## config.mk

```make
export PLATFORM = sky130hd
export DESIGN_NAME = regFile
export DESIGN_NICKNAME = d
export VERILOG_FILES = /design/src/logic/mipsPkg.sv /design/src/logic/regFile.sv
export SDC_FILE = /design/constraint.sdc
export NUM_CORES = 2
export LEC_CHECK = 0
export BUFFER_PORTS_ARGS = -buffer_cell sky130_fd_sc_hd__buf_4
export CAP_MARGIN = 20
export CORE_UTILIZATION = 60
export CTS_CLUSTER_DIAMETER = 30
export CTS_CLUSTER_SIZE = 25
export DETAILED_ROUTE_END_ITERATION = 16
export PLACE_DENSITY_LB_ADDON = 0.2
export SYNTH_ARGS = -nofsm -noshare
export SYNTH_HDL_FRONTEND = slang
export SYNTH_SLANG_ARGS = --single-unit
```

## constraint.sdc

```tcl
create_clock -name clk -period 3.9 [get_ports clk]
set_input_delay 0.585 -clock clk [delete_from_list [all_inputs] [get_ports clk]]
set_output_delay 0.585 -clock clk [all_outputs]
set_load 0.01 [all_outputs]
```

## src/logic/mipsPkg.sv

```systemverilog
package mipsPkg;

    // datapath widths
    localparam int wordW    = 32;
    localparam int regAddrW = 5;
    localparam int divSteps = 32;

    // primary opcodes
    localparam logic [5:0] opcSpecial = 6'h00;
    localparam logic [5:0] opcAddiu   = 6'h09;
    localparam logic [5:0] opcSlti    = 6'h0A;
    localparam logic [5:0] opcSltiu   = 6'h0B;
    localparam logic [5:0] opcAndi    = 6'h0C;
    localparam logic [5:0] opcOri     = 6'h0D;
    localparam logic [5:0] opcXori    = 6'h0E;

    // funct field of the special opcode
    localparam logic [5:0] fnSll   = 6'h00;
    localparam logic [5:0] fnSrl   = 6'h02;
    localparam logic [5:0] fnSra   = 6'h03;
    localparam logic [5:0] fnSllv  = 6'h04;
    localparam logic [5:0] fnSrlv  = 6'h06;
    localparam logic [5:0] fnSrav  = 6'h07;
    localparam logic [5:0] fnMfhi  = 6'h10;
    localparam logic [5:0] fnMthi  = 6'h11;
    localparam logic [5:0] fnMflo  = 6'h12;
    localparam logic [5:0] fnMtlo  = 6'h13;
    localparam logic [5:0] fnMult  = 6'h18;
    localparam logic [5:0] fnMultu = 6'h19;
    localparam logic [5:0] fnDiv   = 6'h1A;
    localparam logic [5:0] fnDivu  = 6'h1B;
    localparam logic [5:0] fnAddu  = 6'h21;
    localparam logic [5:0] fnSubu  = 6'h23;
    localparam logic [5:0] fnAnd   = 6'h24;
    localparam logic [5:0] fnOr    = 6'h25;
    localparam logic [5:0] fnXor   = 6'h26;
    localparam logic [5:0] fnSlt   = 6'h2A;
    localparam logic [5:0] fnSltu  = 6'h2B;

    typedef enum logic [5:0] {
        opNone, opIllegal,
        opAddiu, opAddu, opSubu,
        opAnd, opAndi, opOr, opOri, opXor, opXori,
        opSll, opSllv, opSrl, opSrlv, opSra, opSrav,
        opSlt, opSlti, opSltu, opSltiu,
        opMult, opMultu, opDiv, opDivu,
        opMthi, opMtlo, opMfhi, opMflo
    } aluOpT;

    typedef enum logic [1:0] {divIdle, divRun, divFix} divStateT;

endpackage

```

## src/logic/regFile.sv

```systemverilog
`timescale 1ns/10ps

module regFile (
    input  logic                         clk,
    input  logic                         arstN,
    input  logic [mipsPkg::regAddrW-1:0] rs,
    input  logic [mipsPkg::regAddrW-1:0] rt,
    output logic [mipsPkg::wordW-1:0]    rsData,
    output logic [mipsPkg::wordW-1:0]    rtData,
    input  logic                         wrEn,
    input  logic [mipsPkg::regAddrW-1:0] wrReg,
    input  logic [mipsPkg::wordW-1:0]    wrData
);

    logic [mipsPkg::wordW-1:0] regs [32];
    logic                      wrLive;

    // register zero is never written
    assign wrLive = wrEn && (wrReg != '0);

    always_ff @(posedge clk or negedge arstN) begin
        if (!arstN) begin
            for (int i = 0; i < 32; i++) begin
                regs[i] <= '0;
            end
        end else if (wrLive) begin
            regs[wrReg] <= wrData;
        end
    end

    // read ports see a write landing at the end of this cycle
    always_comb begin
        if (rs == '0) begin
            rsData = '0;
        end else if (wrLive && (wrReg == rs)) begin
            rsData = wrData;
        end else begin
            rsData = regs[rs];
        end
    end

    always_comb begin
        if (rt == '0) begin
            rtData = '0;
        end else if (wrLive && (wrReg == rt)) begin
            rtData = wrData;
        end else begin
            rtData = regs[rt];
        end
    end

endmodule

```

Word level (Yosys, flattened, before mapping):

Cells that the tools add are included.

* bits in registers: 1024
* input port bits: 50
* output and inout bits: 64
* logic and storage cells: 61

* $lt $le $gt $ge: 4
* equal/unequal tests: 2
* muxes and demuxes: 13
* bitwise operators: 3
* reduce and logical (&&, ||, !) cells: 7

Operators by type and width (count)
* bitwise mux 1024 bit: 1
* binary-select mux 32 bit (select 5 bit): 2
* two-way mux 32 bit: 9
* demux 32 bit (select 5 bit): 1
* >= comparator 6 bit (second input constant): 3
* NOT 5 -> 6 bit: 3
* equality test 5 bit: 2
* zero test 5 bit: 2
* less-than comparator 6 x 1 -> 1 bit (second input constant): 1
* nonzero test 5 bit: 1
* logical AND 1 bit: 4

Logic depth before layout (Yosys ltp):

* word-level depth: 6
* mapped depth: 10
* gate-level depth less buffers: 5

Worst setup path before layout:

Ideal clock, no wire load.

* path type: input-to-output
* from: input port rt[0] (netlist bit)
* to: output port rtData[5] (netlist bit)
* data arrival time: 2.220 ns
* required time: 3.315 ns
* slack: 1.095 ns
* cell stages on the path: 8
* buffers on the path: 3
* path through: buf_6 buf_8 buf_2 mux4_2 o22ai_1 nor2_1 a22oi_1 o41ai_2

* cells in the longest elaborated chain, start to end: 6
* elaborated cells between the ends (all ways): 9
* classes of those cells: eq/ne: 1; mux: 5; bitwise: 1; reduce/logical: 2

Ends and longest elaborated chain
* start, declared: line regFile.sv:7 `input logic [mipsPkg::regAddrW-1:0] rt,`
* NOT 5 -> 6 bit (implied by the code): line regFile.sv:48 `rtData = regs[rt];`
* binary-select mux 32 bit (select 5 bit): line regFile.sv:48
* two-way mux 32 bit (implied by the code) (2 in series): line regFile.sv:48
* two-way mux 32 bit: line regFile.sv:45 `end else if (wrLive && (wrReg == rt)) begin`
* two-way mux 32 bit *: line regFile.sv:43 `if (rt == '0) begin`
* end, declared: line regFile.sv:9 `output logic [mipsPkg::wordW-1:0] rtData,`

Every way passes the cells marked *; elsewhere a longest branch is shown, timed or not. The select of a mux whose other input is x is not followed.

Worst setup path in the final report:

* from: input port rt[2] (netlist bit)
* to: output port rtData[15] (netlist bit)

Same word-level chain as after synthesis.

==> metrics.md <==
| Metric | Value |
|---|---|
| CP max-delay cell | `a211oi_1` |
| Worst clock skew | `0 ns` |
| Number of cells after detailed placement | `5104` |
| Std-Cell Rows | `111` |
| Synth-to-layout area growth | `18.8%` |
| Syn avg cell area | `14.2 µm²` |
| Sequential share of the synthesized area | `0.458` |
| Via Count | `40.1k` |
| EDFF count, synth | `0` |
| Clk buf depth | `3` |
| Final period util | `1.00` |
| Crit path cell chain | `buf_6, buf_12, nor2_4, buf_4, a221oi_2, o21ai_0, a211oi_1, a221o_1, buf_4` |
| WL/cell | `34.6 µm` |
| Grt total ovfl | `0` |
| Largest Register | `regs` |
| Total track usage | `0.409` |
| Worst endpoint data arrival time | `3.32 ns` |
| TritonCTS clock tree | `yes` |
| # setup viols final | `1` |
| Max reg flops | `1024` |
| # H-tree levels | `4` |
| Synth Register Bits | `1024` |
| Yosys warns | `0` |
| Initial Util | `0.608` |
| Unique masters post-synth | `67` |
| Synth async-reset ratio | `1.00` |
| Failing checks | `setup timing` |
| Hold Buf Count CTS | `1` |
| Dpl hpwl | `112000 µm` |
| Reg clk slew, reported paths | `0.05 ns` |
| Fin worst setup slack | `-0.00435 ns` |
| Final Max Slew Viols | `0` |
| IO Port Bufs | `113` |
| Worst-margin pin slew | `1.28 ns` |
| Non-filler cells in the finished layout | `5510` |
| Die W | `307 µm` |
| Number of max-cap violations | `0` |
| Leak pwr | `0.0294 µW` |
| Resized cells post-CTS | `0` |
| Slowest stage delay, CP | `0.80 ns` |
| Share of layout cells above drive strength 1 | `0.519` |
| Global placement routability congestion | `0.878` |
| Post-route minimum period | `3.90 ns` |
| Max Clock Freq | `0.256 GHz` |
| Antenna Nets Post-Route | `0` |
| Num ports | `114` |
| Post-Synthesis Cells | `3944` |
| Max_slew headroom | `0.142` |
| R2R Setup Slk | `3.08 ns` |
| Die H | `307 µm` |
| Top cell type by total area after synthesis | `dfrtp_1` |
| Final wirelength | `191000 µm` |
| First-pass GRT wire length | `279000 µm` |
| Worst endpoint required time | `3.31 ns` |
| CTS Buf Count | `213` |
| Peak VDD IR | `0.508 mV` |
| Synthesized area | `55900 µm²` |
| Clock latency at the later pin of the worst-skew pair | `0.77 ns` |
| Nature of the critical path startpoint | `input port` |
| Num Clock Sinks | `1024` |
| Final nets | `4127` |
| Setup_tns | `-0.00435 ns` |
| RSZ-0062 raised after global routing | `false` |
| Die area | `94400 µm²` |
| # Post-CTS Setup Buffers | `0` |
| Syn_nets | `3994` |
| Critical path class | `input port to primary output` |
| Crit-path most repeated cell | `buf_4` |
| Status | `finished with violations` |
| Antenna violations before repair | `8` |
| Commonest cells in the netlist | `mux2_2, dfrtp_1, mux4_2, mux2i_1, clkbuf_1` |
| Post-synth top area share | `0.458` |
| DRC | `0` |
| Initial drt markers | `5026` |
| Vias in the first global route | `40.9k` |
| PD cells | `608 nW/µm²` |
| Final Hold Viols | `0` |
| Top Registers | `regs x1024` |
| Most common cell in the synthesized netlist | `mux2_2` |
| Area contributors post-synth | `dfrtp_1, mux2_2, mux4_2` |
| Drt pass-1 iters | `6` |
| Maximum fanout along the worst path | `52` |
| Clk root buf | `clkbuf_16` |
| Primary FF master, synth | `dfrtp_1` |
| Core Area | `91900 µm²` |
| Routed vias/inst | `7.28` |
| CP endpoint kind | `primary output` |
| Worst min path class | `input port to flop` |
| Largest net degree at the start of global routing | `118` |
==> placed cells by master (no fill, tap or decap), types with 15 or more instances in the layout <==
master / count
mux2_2: 1064
dfrtp_1: 1024
mux4_2: 356
buf_4: 285
mux2i_1: 270
clkbuf_16: 217
o22ai_1: 99
nor2_1: 84
buf_12: 64
a221oi_1: 55
o21ai_0: 50
nor3_1: 47
nand2_1: 43
bufinv_16: 38
a22oi_1: 36
clkbuf_1: 34
clkinv_2: 32
clkinvlp_4: 30
clkbuf_8: 29
nor4_1: 28
a22o_1: 27
a21oi_1: 25
a211oi_1: 23
nand2b_1: 22
a221o_1: 21
o21ai_1: 21
a2111oi_0: 20
nor2_4: 17
inv_6: 16
nand3_1: 15
==> layout make-up <==
cell class | count | area, µm²
sequential | 1024 | 25600
timing repair buffer | 357 | 3530
tap | 1243 | 1560
inverter | 8 | 30.0
fill | 5972 | 25500
antenna | 3 | 7.51
clock inverter | 124 | 1760
clock buffer | 278 | 5930
multi-input combinational | 2473 | 28000
==> metal layers <==
metal  share of wire  wire, µm  vias to the layer above  global-route usage
met5         0.00066       126                        -             0.00775
li1                -         -                    15592                   -
met1            0.39     73800                    21108               0.567
met2            0.44     84200                     2776               0.595
met3            0.12     22500                      624               0.114
met4           0.053     10000                        6               0.207
==> stage by stage <==
step                 util  setup WS (ns)  area (µm²)  power, µW  hold slack [ns]
floorplan               -           1.09       55900      18700            0.289
global placement    0.639          0.126       58700      20700            0.377
detailed placement  0.639          0.131       58700      21000            0.384
CTS                 0.723          0.105       66400      40200            0.205
global route        0.723        0.00500       66400      41500            0.269
finish              0.723       -0.00435       66500      40400            0.239
==> cells by family after synthesis <==
group	after synthesis	synth area share
AOI/OAI and AO/OA	440	0.0586
xor gates and xnor gates	10	0.00157
buffers and inverters	447	0.0450
DFF	1024	0.458
muxes	1694	0.408
and+or+nand+nor	329	0.0289
==> critical path: cells and delay by family <==
kind | cells | cell delay, ns
compound gates | 4 | 1.51
buf+inv | 4 | 1.01
simple gates | 1 | 0.15
==> power breakdown <==
part           total [µW]  internal, µW  switching (µW)
Sequential          14200         12700            1570
Clock               19300         13200            6120
Combinational        6850          3870            2980
Total               40400         29700           10700
==> worst paths after layout <==
check	startpoint	to	cells past startpoint
setup / recovery	rt[2]	rtData[15]	9
hold / removal	wrData[11]	regs[299]$_DFFE_PN0P_	3
setup reg to reg	regs[53]$_DFFE_PN0P_	regs[53]$_DFFE_PN0P_	1
hold reg to reg	regs[1022]$_DFFE_PN0P_	regs[1022]$_DFFE_PN0P_	0
max in group asynchronous	arstN	regs[646]$_DFFE_PN0P_	3
min in group asynchronous	arstN	regs[474]$_DFFE_PN0P_	2
Note: power is estimated with default switching activity, not from simulation.
