**src/logic/mipsPkg.sv**
```systemverilog
package mipsPkg;

    // datapath widths
    localparam int wordW    = 32;
    localparam int regAddrW = 5;
    localparam int divSteps = 32;

    // primary opcodes
    localparam logic [5:0] opcSpecial = 6'h00;
    localparam logic [5:0] opcAddiu   = 6'h09;
    localparam logic [5:0] opcSlti    = 6'h0A;
    localparam logic [5:0] opcSltiu   = 6'h0B;
    localparam logic [5:0] opcAndi    = 6'h0C;
    localparam logic [5:0] opcOri     = 6'h0D;
    localparam logic [5:0] opcXori    = 6'h0E;

    // funct field of the special opcode
    localparam logic [5:0] fnSll   = 6'h00;
    localparam logic [5:0] fnSrl   = 6'h02;
    localparam logic [5:0] fnSra   = 6'h03;
    localparam logic [5:0] fnSllv  = 6'h04;
    localparam logic [5:0] fnSrlv  = 6'h06;
    localparam logic [5:0] fnSrav  = 6'h07;
    localparam logic [5:0] fnMfhi  = 6'h10;
    localparam logic [5:0] fnMthi  = 6'h11;
    localparam logic [5:0] fnMflo  = 6'h12;
    localparam logic [5:0] fnMtlo  = 6'h13;
    localparam logic [5:0] fnMult  = 6'h18;
    localparam logic [5:0] fnMultu = 6'h19;
    localparam logic [5:0] fnDiv   = 6'h1A;
    localparam logic [5:0] fnDivu  = 6'h1B;
    localparam logic [5:0] fnAddu  = 6'h21;
    localparam logic [5:0] fnSubu  = 6'h23;
    localparam logic [5:0] fnAnd   = 6'h24;
    localparam logic [5:0] fnOr    = 6'h25;
    localparam logic [5:0] fnXor   = 6'h26;
    localparam logic [5:0] fnSlt   = 6'h2A;
    localparam logic [5:0] fnSltu  = 6'h2B;

    typedef enum logic [5:0] {
        opNone, opIllegal,
        opAddiu, opAddu, opSubu,
        opAnd, opAndi, opOr, opOri, opXor, opXori,
        opSll, opSllv, opSrl, opSrlv, opSra, opSrav,
        opSlt, opSlti, opSltu, opSltiu,
        opMult, opMultu, opDiv, opDivu,
        opMthi, opMtlo, opMfhi, opMflo
    } aluOpT;

    typedef enum logic [1:0] {divIdle, divRun, divFix} divStateT;

endpackage

```
**src/logic/instrDecode.sv**
```systemverilog
`timescale 1ns/10ps

module instrDecode (
    input  logic [mipsPkg::wordW-1:0]    instr,
    output mipsPkg::aluOpT               op,
    output logic [mipsPkg::regAddrW-1:0] rs,
    output logic [mipsPkg::regAddrW-1:0] rt,
    output logic [mipsPkg::regAddrW-1:0] rd,
    output logic [mipsPkg::regAddrW-1:0] shamt,
    output logic [mipsPkg::wordW-1:0]    imm,
    output logic                         writesReg
);

    logic [5:0]                   opcode;
    logic [5:0]                   funct;
    logic [mipsPkg::regAddrW-1:0] rdField;
    logic                         isRType;
    logic                         zeroExt;
    logic                         noWrite;

    // instruction fields
    assign opcode  = instr[31:26];
    assign rs      = instr[25:21];
    assign rt      = instr[20:16];
    assign rdField = instr[15:11];
    assign shamt   = instr[10:6];
    assign funct   = instr[5:0];
    assign isRType = (opcode == mipsPkg::opcSpecial);

    always_comb begin
        op = mipsPkg::opIllegal;
        if (instr == '0) begin
            // canonical nop
            op = mipsPkg::opNone;
        end else if (isRType) begin
            case (funct)
                mipsPkg::fnSll:   op = mipsPkg::opSll;
                mipsPkg::fnSrl:   op = mipsPkg::opSrl;
                mipsPkg::fnSra:   op = mipsPkg::opSra;
                mipsPkg::fnSllv:  op = mipsPkg::opSllv;
                mipsPkg::fnSrlv:  op = mipsPkg::opSrlv;
                mipsPkg::fnSrav:  op = mipsPkg::opSrav;
                mipsPkg::fnMfhi:  op = mipsPkg::opMfhi;
                mipsPkg::fnMthi:  op = mipsPkg::opMthi;
                mipsPkg::fnMflo:  op = mipsPkg::opMflo;
                mipsPkg::fnMtlo:  op = mipsPkg::opMtlo;
                mipsPkg::fnMult:  op = mipsPkg::opMult;
                mipsPkg::fnMultu: op = mipsPkg::opMultu;
                mipsPkg::fnDiv:   op = mipsPkg::opDiv;
                mipsPkg::fnDivu:  op = mipsPkg::opDivu;
                mipsPkg::fnAddu:  op = mipsPkg::opAddu;
                mipsPkg::fnSubu:  op = mipsPkg::opSubu;
                mipsPkg::fnAnd:   op = mipsPkg::opAnd;
                mipsPkg::fnOr:    op = mipsPkg::opOr;
                mipsPkg::fnXor:   op = mipsPkg::opXor;
                mipsPkg::fnSlt:   op = mipsPkg::opSlt;
                mipsPkg::fnSltu:  op = mipsPkg::opSltu;
                default:          op = mipsPkg::opIllegal;
            endcase
        end else begin
            case (opcode)
                mipsPkg::opcAddiu: op = mipsPkg::opAddiu;
                mipsPkg::opcSlti:  op = mipsPkg::opSlti;
                mipsPkg::opcSltiu: op = mipsPkg::opSltiu;
                mipsPkg::opcAndi:  op = mipsPkg::opAndi;
                mipsPkg::opcOri:   op = mipsPkg::opOri;
                mipsPkg::opcXori:  op = mipsPkg::opXori;
                default:           op = mipsPkg::opIllegal;
            endcase
        end
    end

    // logical immediates are zero-extended, the rest sign-extended
    assign zeroExt = (op == mipsPkg::opAndi) || (op == mipsPkg::opOri) || (op == mipsPkg::opXori);
    assign imm     = zeroExt ? {16'b0, instr[15:0]} : {{16{instr[15]}}, instr[15:0]};
    assign rd      = isRType ? rdField : rt;

    // ops that only touch hi/lo or nothing at all
    always_comb begin
        case (op)
            mipsPkg::opNone, mipsPkg::opIllegal,
            mipsPkg::opMult, mipsPkg::opMultu,
            mipsPkg::opDiv, mipsPkg::opDivu,
            mipsPkg::opMthi, mipsPkg::opMtlo: noWrite = 1'b1;
            default:                           noWrite = 1'b0;
        endcase
    end

    assign writesReg = !noWrite && (rd != '0);

endmodule

```
**config.mk**
```make
export PLATFORM = sky130hd
export DESIGN_NAME = instrDecode
export DESIGN_NICKNAME = d
export VERILOG_FILES = /design/src/logic/mipsPkg.sv /design/src/logic/instrDecode.sv
export SDC_FILE = /design/constraint.sdc
export NUM_CORES = 1
export LEC_CHECK = 0
export BUFFER_PORTS_ARGS = -buffer_cell sky130_fd_sc_hd__buf_2
export CORE_ASPECT_RATIO = 1.2
export CORE_UTILIZATION = 42
export DETAILED_ROUTE_END_ITERATION = 7
export PLACE_DENSITY_LB_ADDON = 0.05
export SYNTH_ARGS = -nofsm -noshare
export SYNTH_HDL_FRONTEND = slang
export SYNTH_SLANG_ARGS = --single-unit
```
**constraint.sdc**
```tcl
create_clock -name vclk -period 3.3
set_clock_uncertainty 0.05 [all_clocks]
set_input_delay 0.33 -clock vclk [all_inputs]
set_output_delay 0.33 -clock vclk [all_outputs]
set_load 0.005 [all_outputs]
```
After elaboration in Yosys (flattened, before gate mapping)

Memory sizes are Yosys's and may differ from the RTL's.
Index checks and enable logic that the tools add are counted.

Register bits: 0
Bits in latches: 0
Memory bits (writable): 0
Memory bits (read-only): 352
Input port bits: 32
Output and inout bits: 59
Logic and storage cells: 24
Memories kept: 2

Add/subtract/negate cells: 0
Multipliers: 0
Divide/modulo/power cells: 0
Magnitude comparators: 0
Equality and inequality tests: 9
Shift operators: 0
Multiplexer cells: 6
Bitwise operators: 0
Reduce and logical (&&, ||, !) cells: 7

Memories:

| memory          | depth | bits a word | rd ports | clocked after memory_dff | write ports | line              | text |
|---|---|---|---|---|---|---|---|
| (no name shown) | 64    | 5           | 1        | 0                        | 0           | instrDecode.sv:36 | `case (funct)` |
| (no name shown) | 32    | 1           | 1        | 0                        | 0           | instrDecode.sv:80 | `case (op)` |

Operators by type and width:

| operator           | count |
|---|---|
| $eq 6x4->1 const B | 8 |
| $logic_not 32->1   | 1 |
| $mux 32            | 1 |
| $pmux 5 s6         | 1 |
| $mux 6             | 2 |
| $eq 6x3->1 const B | 1 |
| $logic_not 6->1    | 1 |
| $mux 5             | 1 |
| $reduce_bool 5->1  | 1 |
| $logic_or 1x1->1   | 2 |
| $logic_and 1x1->1  | 1 |
| $logic_not 1->1    | 1 |
| $mux 1             | 1 |

Depth between registers and ports, before layout

Depth in word-level cells: 8
Mapped depth: 9

Worst setup path before layout

Ideal clock, no wire load.

Path type: input -> output
From: in instr[1] in the netlist's numbering
To: out imm[17] in the netlist's numbering
Data arrival time: 2.231 ns
Data required time: 2.920 ns
Setup slack: 0.689 ns
Stages on the path: 9
Path buffers: 1
Cells stage by stage: inv_1 > ha_1 > or4b_1 > a31oi_2 > o31ai_2 > o21ai_0 > a21boi_1 > o31a_1 > buf_4

Longest elaborated chain between the ends: 7

Ends and longest elaborated chain:

| element                                  | line              | text |
|---|---|---|
| from (decl)                              | instrDecode.sv:4  | `input logic [mipsPkg::wordW-1:0] instr,` |
| $mem_v2 64x5                             | -                 |  |
| $mux 6                                   | instrDecode.sv:35 | `end else if (isRType) begin` |
| $mux 6 *                                 | instrDecode.sv:32 | `if (instr == '0) begin` |
| $eq 6x3->1 or $eq 6x4->1 (tied branches) | instrDecode.sv:74 | `assign zeroExt = (op == mipsPkg::opAndi) \|\| (op == mipsPkg::opOri) \|\| (op == mipsPkg::opXori);` |
| $logic_or 1x1->1                         | instrDecode.sv:74 |  |
| $logic_or 1x1->1 *                       | instrDecode.sv:74 |  |
| $mux 32 *                                | instrDecode.sv:75 | `assign imm = zeroExt ? {16'b0, instr[15:0]} : {{16{instr[15]}}, instr[15:0]};` |
| to (decl)                                | instrDecode.sv:10 | `output logic [mipsPkg::wordW-1:0] imm,` |

Mark *: on every way between the ends. The rest lies on a longest branch, timed or not.

Final worst setup path

From: in instr[1] in the netlist's numbering
To: out imm[23] in the netlist's numbering

Same word-level chain as after synthesis.

==> key figures <==
Floorplanning
  • Rows: 20
  • Die H: 59.1 um
  • Initial core utilization: 0.447
  • Width of the die: 49.6 um
  • # IOs: 91
  • Die area: 2930 sq um
  • Core box area: 2550 sq um

Power
  • Sw Ratio: 0.535
  • Power Dens Cells: 107 nW/um^2
  • Comb pwr share: 1.000
  • Switching pwr: 0.0702 mW
  • Int Power: 0.0609 mW
  • P_leak: 0.634 nW
  • Register share of total power: 0
  • Clk pwr share: 0
  • Power after layout: 0.131 mW
  • Maximum vdd ir drop: 59.3 uV

Synthesis
  • Synth Warn #: 0
  • Top cell type's share of synthesized area: 0.323
  • Post-Synthesis Net Count: 201
  • Ranking of synthesized cells by area: buf_4 (32%), nand2_1 (6.9%), ha_1 (5.5%), nor4_1 (3.3%), nor3_1 (3.1%)
  • Top cells by count, synth: buf_4 (49), nand2_1 (21), nor3_1 (7), nor4_1 (6)
  • Gate count of the mapped netlist: 164
  • Cell taking the most area after synthesis: buf_4
  • Unique cell type count in the Yosys netlist: 50
  • Area of the mapped netlist: 1140 sq um
  • Syn Area/Cell: 6.95 sq um
  • Register area share after synthesis: 0
  • Count leader, synth: buf_4

Route
  • Antenna Nets Post-Route: 0
  • Iter 0 DRT Violations: 29
  • DR vias: 1179
  • WL/cell: 11.2 um
  • DR DRC count: 0
  • Drt first pass iters: 4
  • Detailed Route WL: 2600 um
  • DR vias/cell: 5.08

Worst setup path
  • Critical Path End Type: output pin
  • Crit-path max FO: 16
  • CP Launch Type: input port
  • WP data arrival: 2.54 ns
  • Setup CP Type: in -> out
  • Req. time, crit path: 2.92 ns

Timing
  • Setup-failing EPs final: 0
  • Max Fclk: 343 MHz
  • Setup_tns: 0 ns
  • Final hold slack: 0.791 ns
  • Max-slew headroom: 0.623
  • RSZ-0062 raised after global routing: no
  • Final Slew Violations: 0
  • Crit path time final: 2.92 ns
  • Final critical-path share of the clock period: 0.884
  • Worst-Margin Slew: 0.564 ns
  • Final hold violation count: 0

Global routing
  • Initial antenna violation count: 0
  • Overall routing resource usage: 0.160
  • Number of global-route vias before repair: 894
  • Largest net degree at the start of global routing: 19
  • First-pass GRT wire length: 3850 um
  • Remaining Overflow, GRT: 0

Run
  • Max-cap violations: 0

Run status
  • Status: complete, no violations

Final layout
  • Number of diodes: 0
  • Seq cells: 0
  • Layout area overhead: 7.79%
  • Clock buffers: 0
  • Total Nets Final: 238
  • Layout cell share with drive strength beyond 1: 0.513
  • Register area: 0 sq um

Hold path
  • Min-delay worst type: in -> out

CTS
  • Hold buffers post-CTS: 0
  • Post-CTS setup buffers: 0
  • Post-cts gate resize count: 0

Placed design
  • Number of port buffers: 90
  • DPL Wire Length: 2170 um
  • GP Congestion: 0.936
==> worst paths after layout <==
check	end	slack (ns)	cells past startpoint	startpoint
setup / recovery	imm[23]	0.38	10	instr[1]
hold / removal	rs[2]	0.79	2	instr[23]
==> layout by cell type, fill, tap and decap left out, types with 2 or more instances in the layout <==
cell type and n:
nor2_2 2, and4b_1 2, buf_2 90, a31oi_1 3, nor4_1 6, nand4_1 3, xor2_1 4, nor2_1 5
nand2b_1 5, nor3_1 7, a21oi_1 3, o21ai_0 3, and2_1 2, o221ai_1 2, inv_1 4, ha_1 5
nand2_1 21, o21ai_1 2, a211oi_1 2
==> cells by family after synthesis <==
| group | count (synthesis) | share of synthesized area |
|---|---|---|
| mux | 1 | 0.00878 |
| xor+xnor | 4 | 0.0307 |
| compound gates | 29 | 0.207 |
| fa+ha+maj | 5 | 0.0549 |
| buf+inv | 59 | 0.367 |
| simple gates | 65 | 0.328 |
| other cells | 1 | 0.00329 |
==> worst max-delay path: stages <==
cell      delay (ns)
buf_2           0.16
inv_1           0.11
ha_1            0.21
or4b_1          0.53
a31oi_2         0.19
o31ai_2         0.12
o21ai_0         0.12
a21boi_1        0.19
o31a_1          0.36
buf_2           0.19
==> final cells by class <==
type	count	area, sq um
Fill cell	269	1320
Multi-Input combinational cell	105	722
Inverter	4	15.0
Timing Repair Buffer	90	450
Tap cell	33	41.3
==> metal layers <==
| layer | share of wire | GRT usage | vias up |
|---|---|---|---|
| li1 | - | - | 602 |
| met1 | 0.43 | 0.203 | 524 |
| met2 | 0.50 | 0.313 | 53 |
| met3 | 0.069 | 0.00769 | 0 |
| met4 | 0 | 0 | 0 |
| met5 | 0 | 0 | - |
==> power groups by stage <==
stage,Combinational [mW],Sequential [mW],Clock (mW)
after floorplan,0.105,0,0
after global placement,0.131,0,0
after detailed placement,0.132,0,0
after CTS,0.132,0,0
after global routing,0.145,0,0
final,0.131,0,0
==> through the flow <==
| stage | setup slack, ns | instances | utilization | cell area, sq um |
|---|---|---|---|---|
| 2_1_floorplan | 0.689 | 164 | - | 1140 |
| 3_3_place_gp | 0.467 | 232 | 0.481 | 1230 |
| 3_5_place_dp | 0.349 | 232 | 0.481 | 1230 |
| 4_1_cts | 0.352 | 232 | 0.481 | 1230 |
| 5_1_grt | 0.0916 | 232 | 0.481 | 1230 |
| 6_report | 0.383 | 232 | 0.481 | 1230 |
No activity file was read; power rests on OpenSTA's default activity.
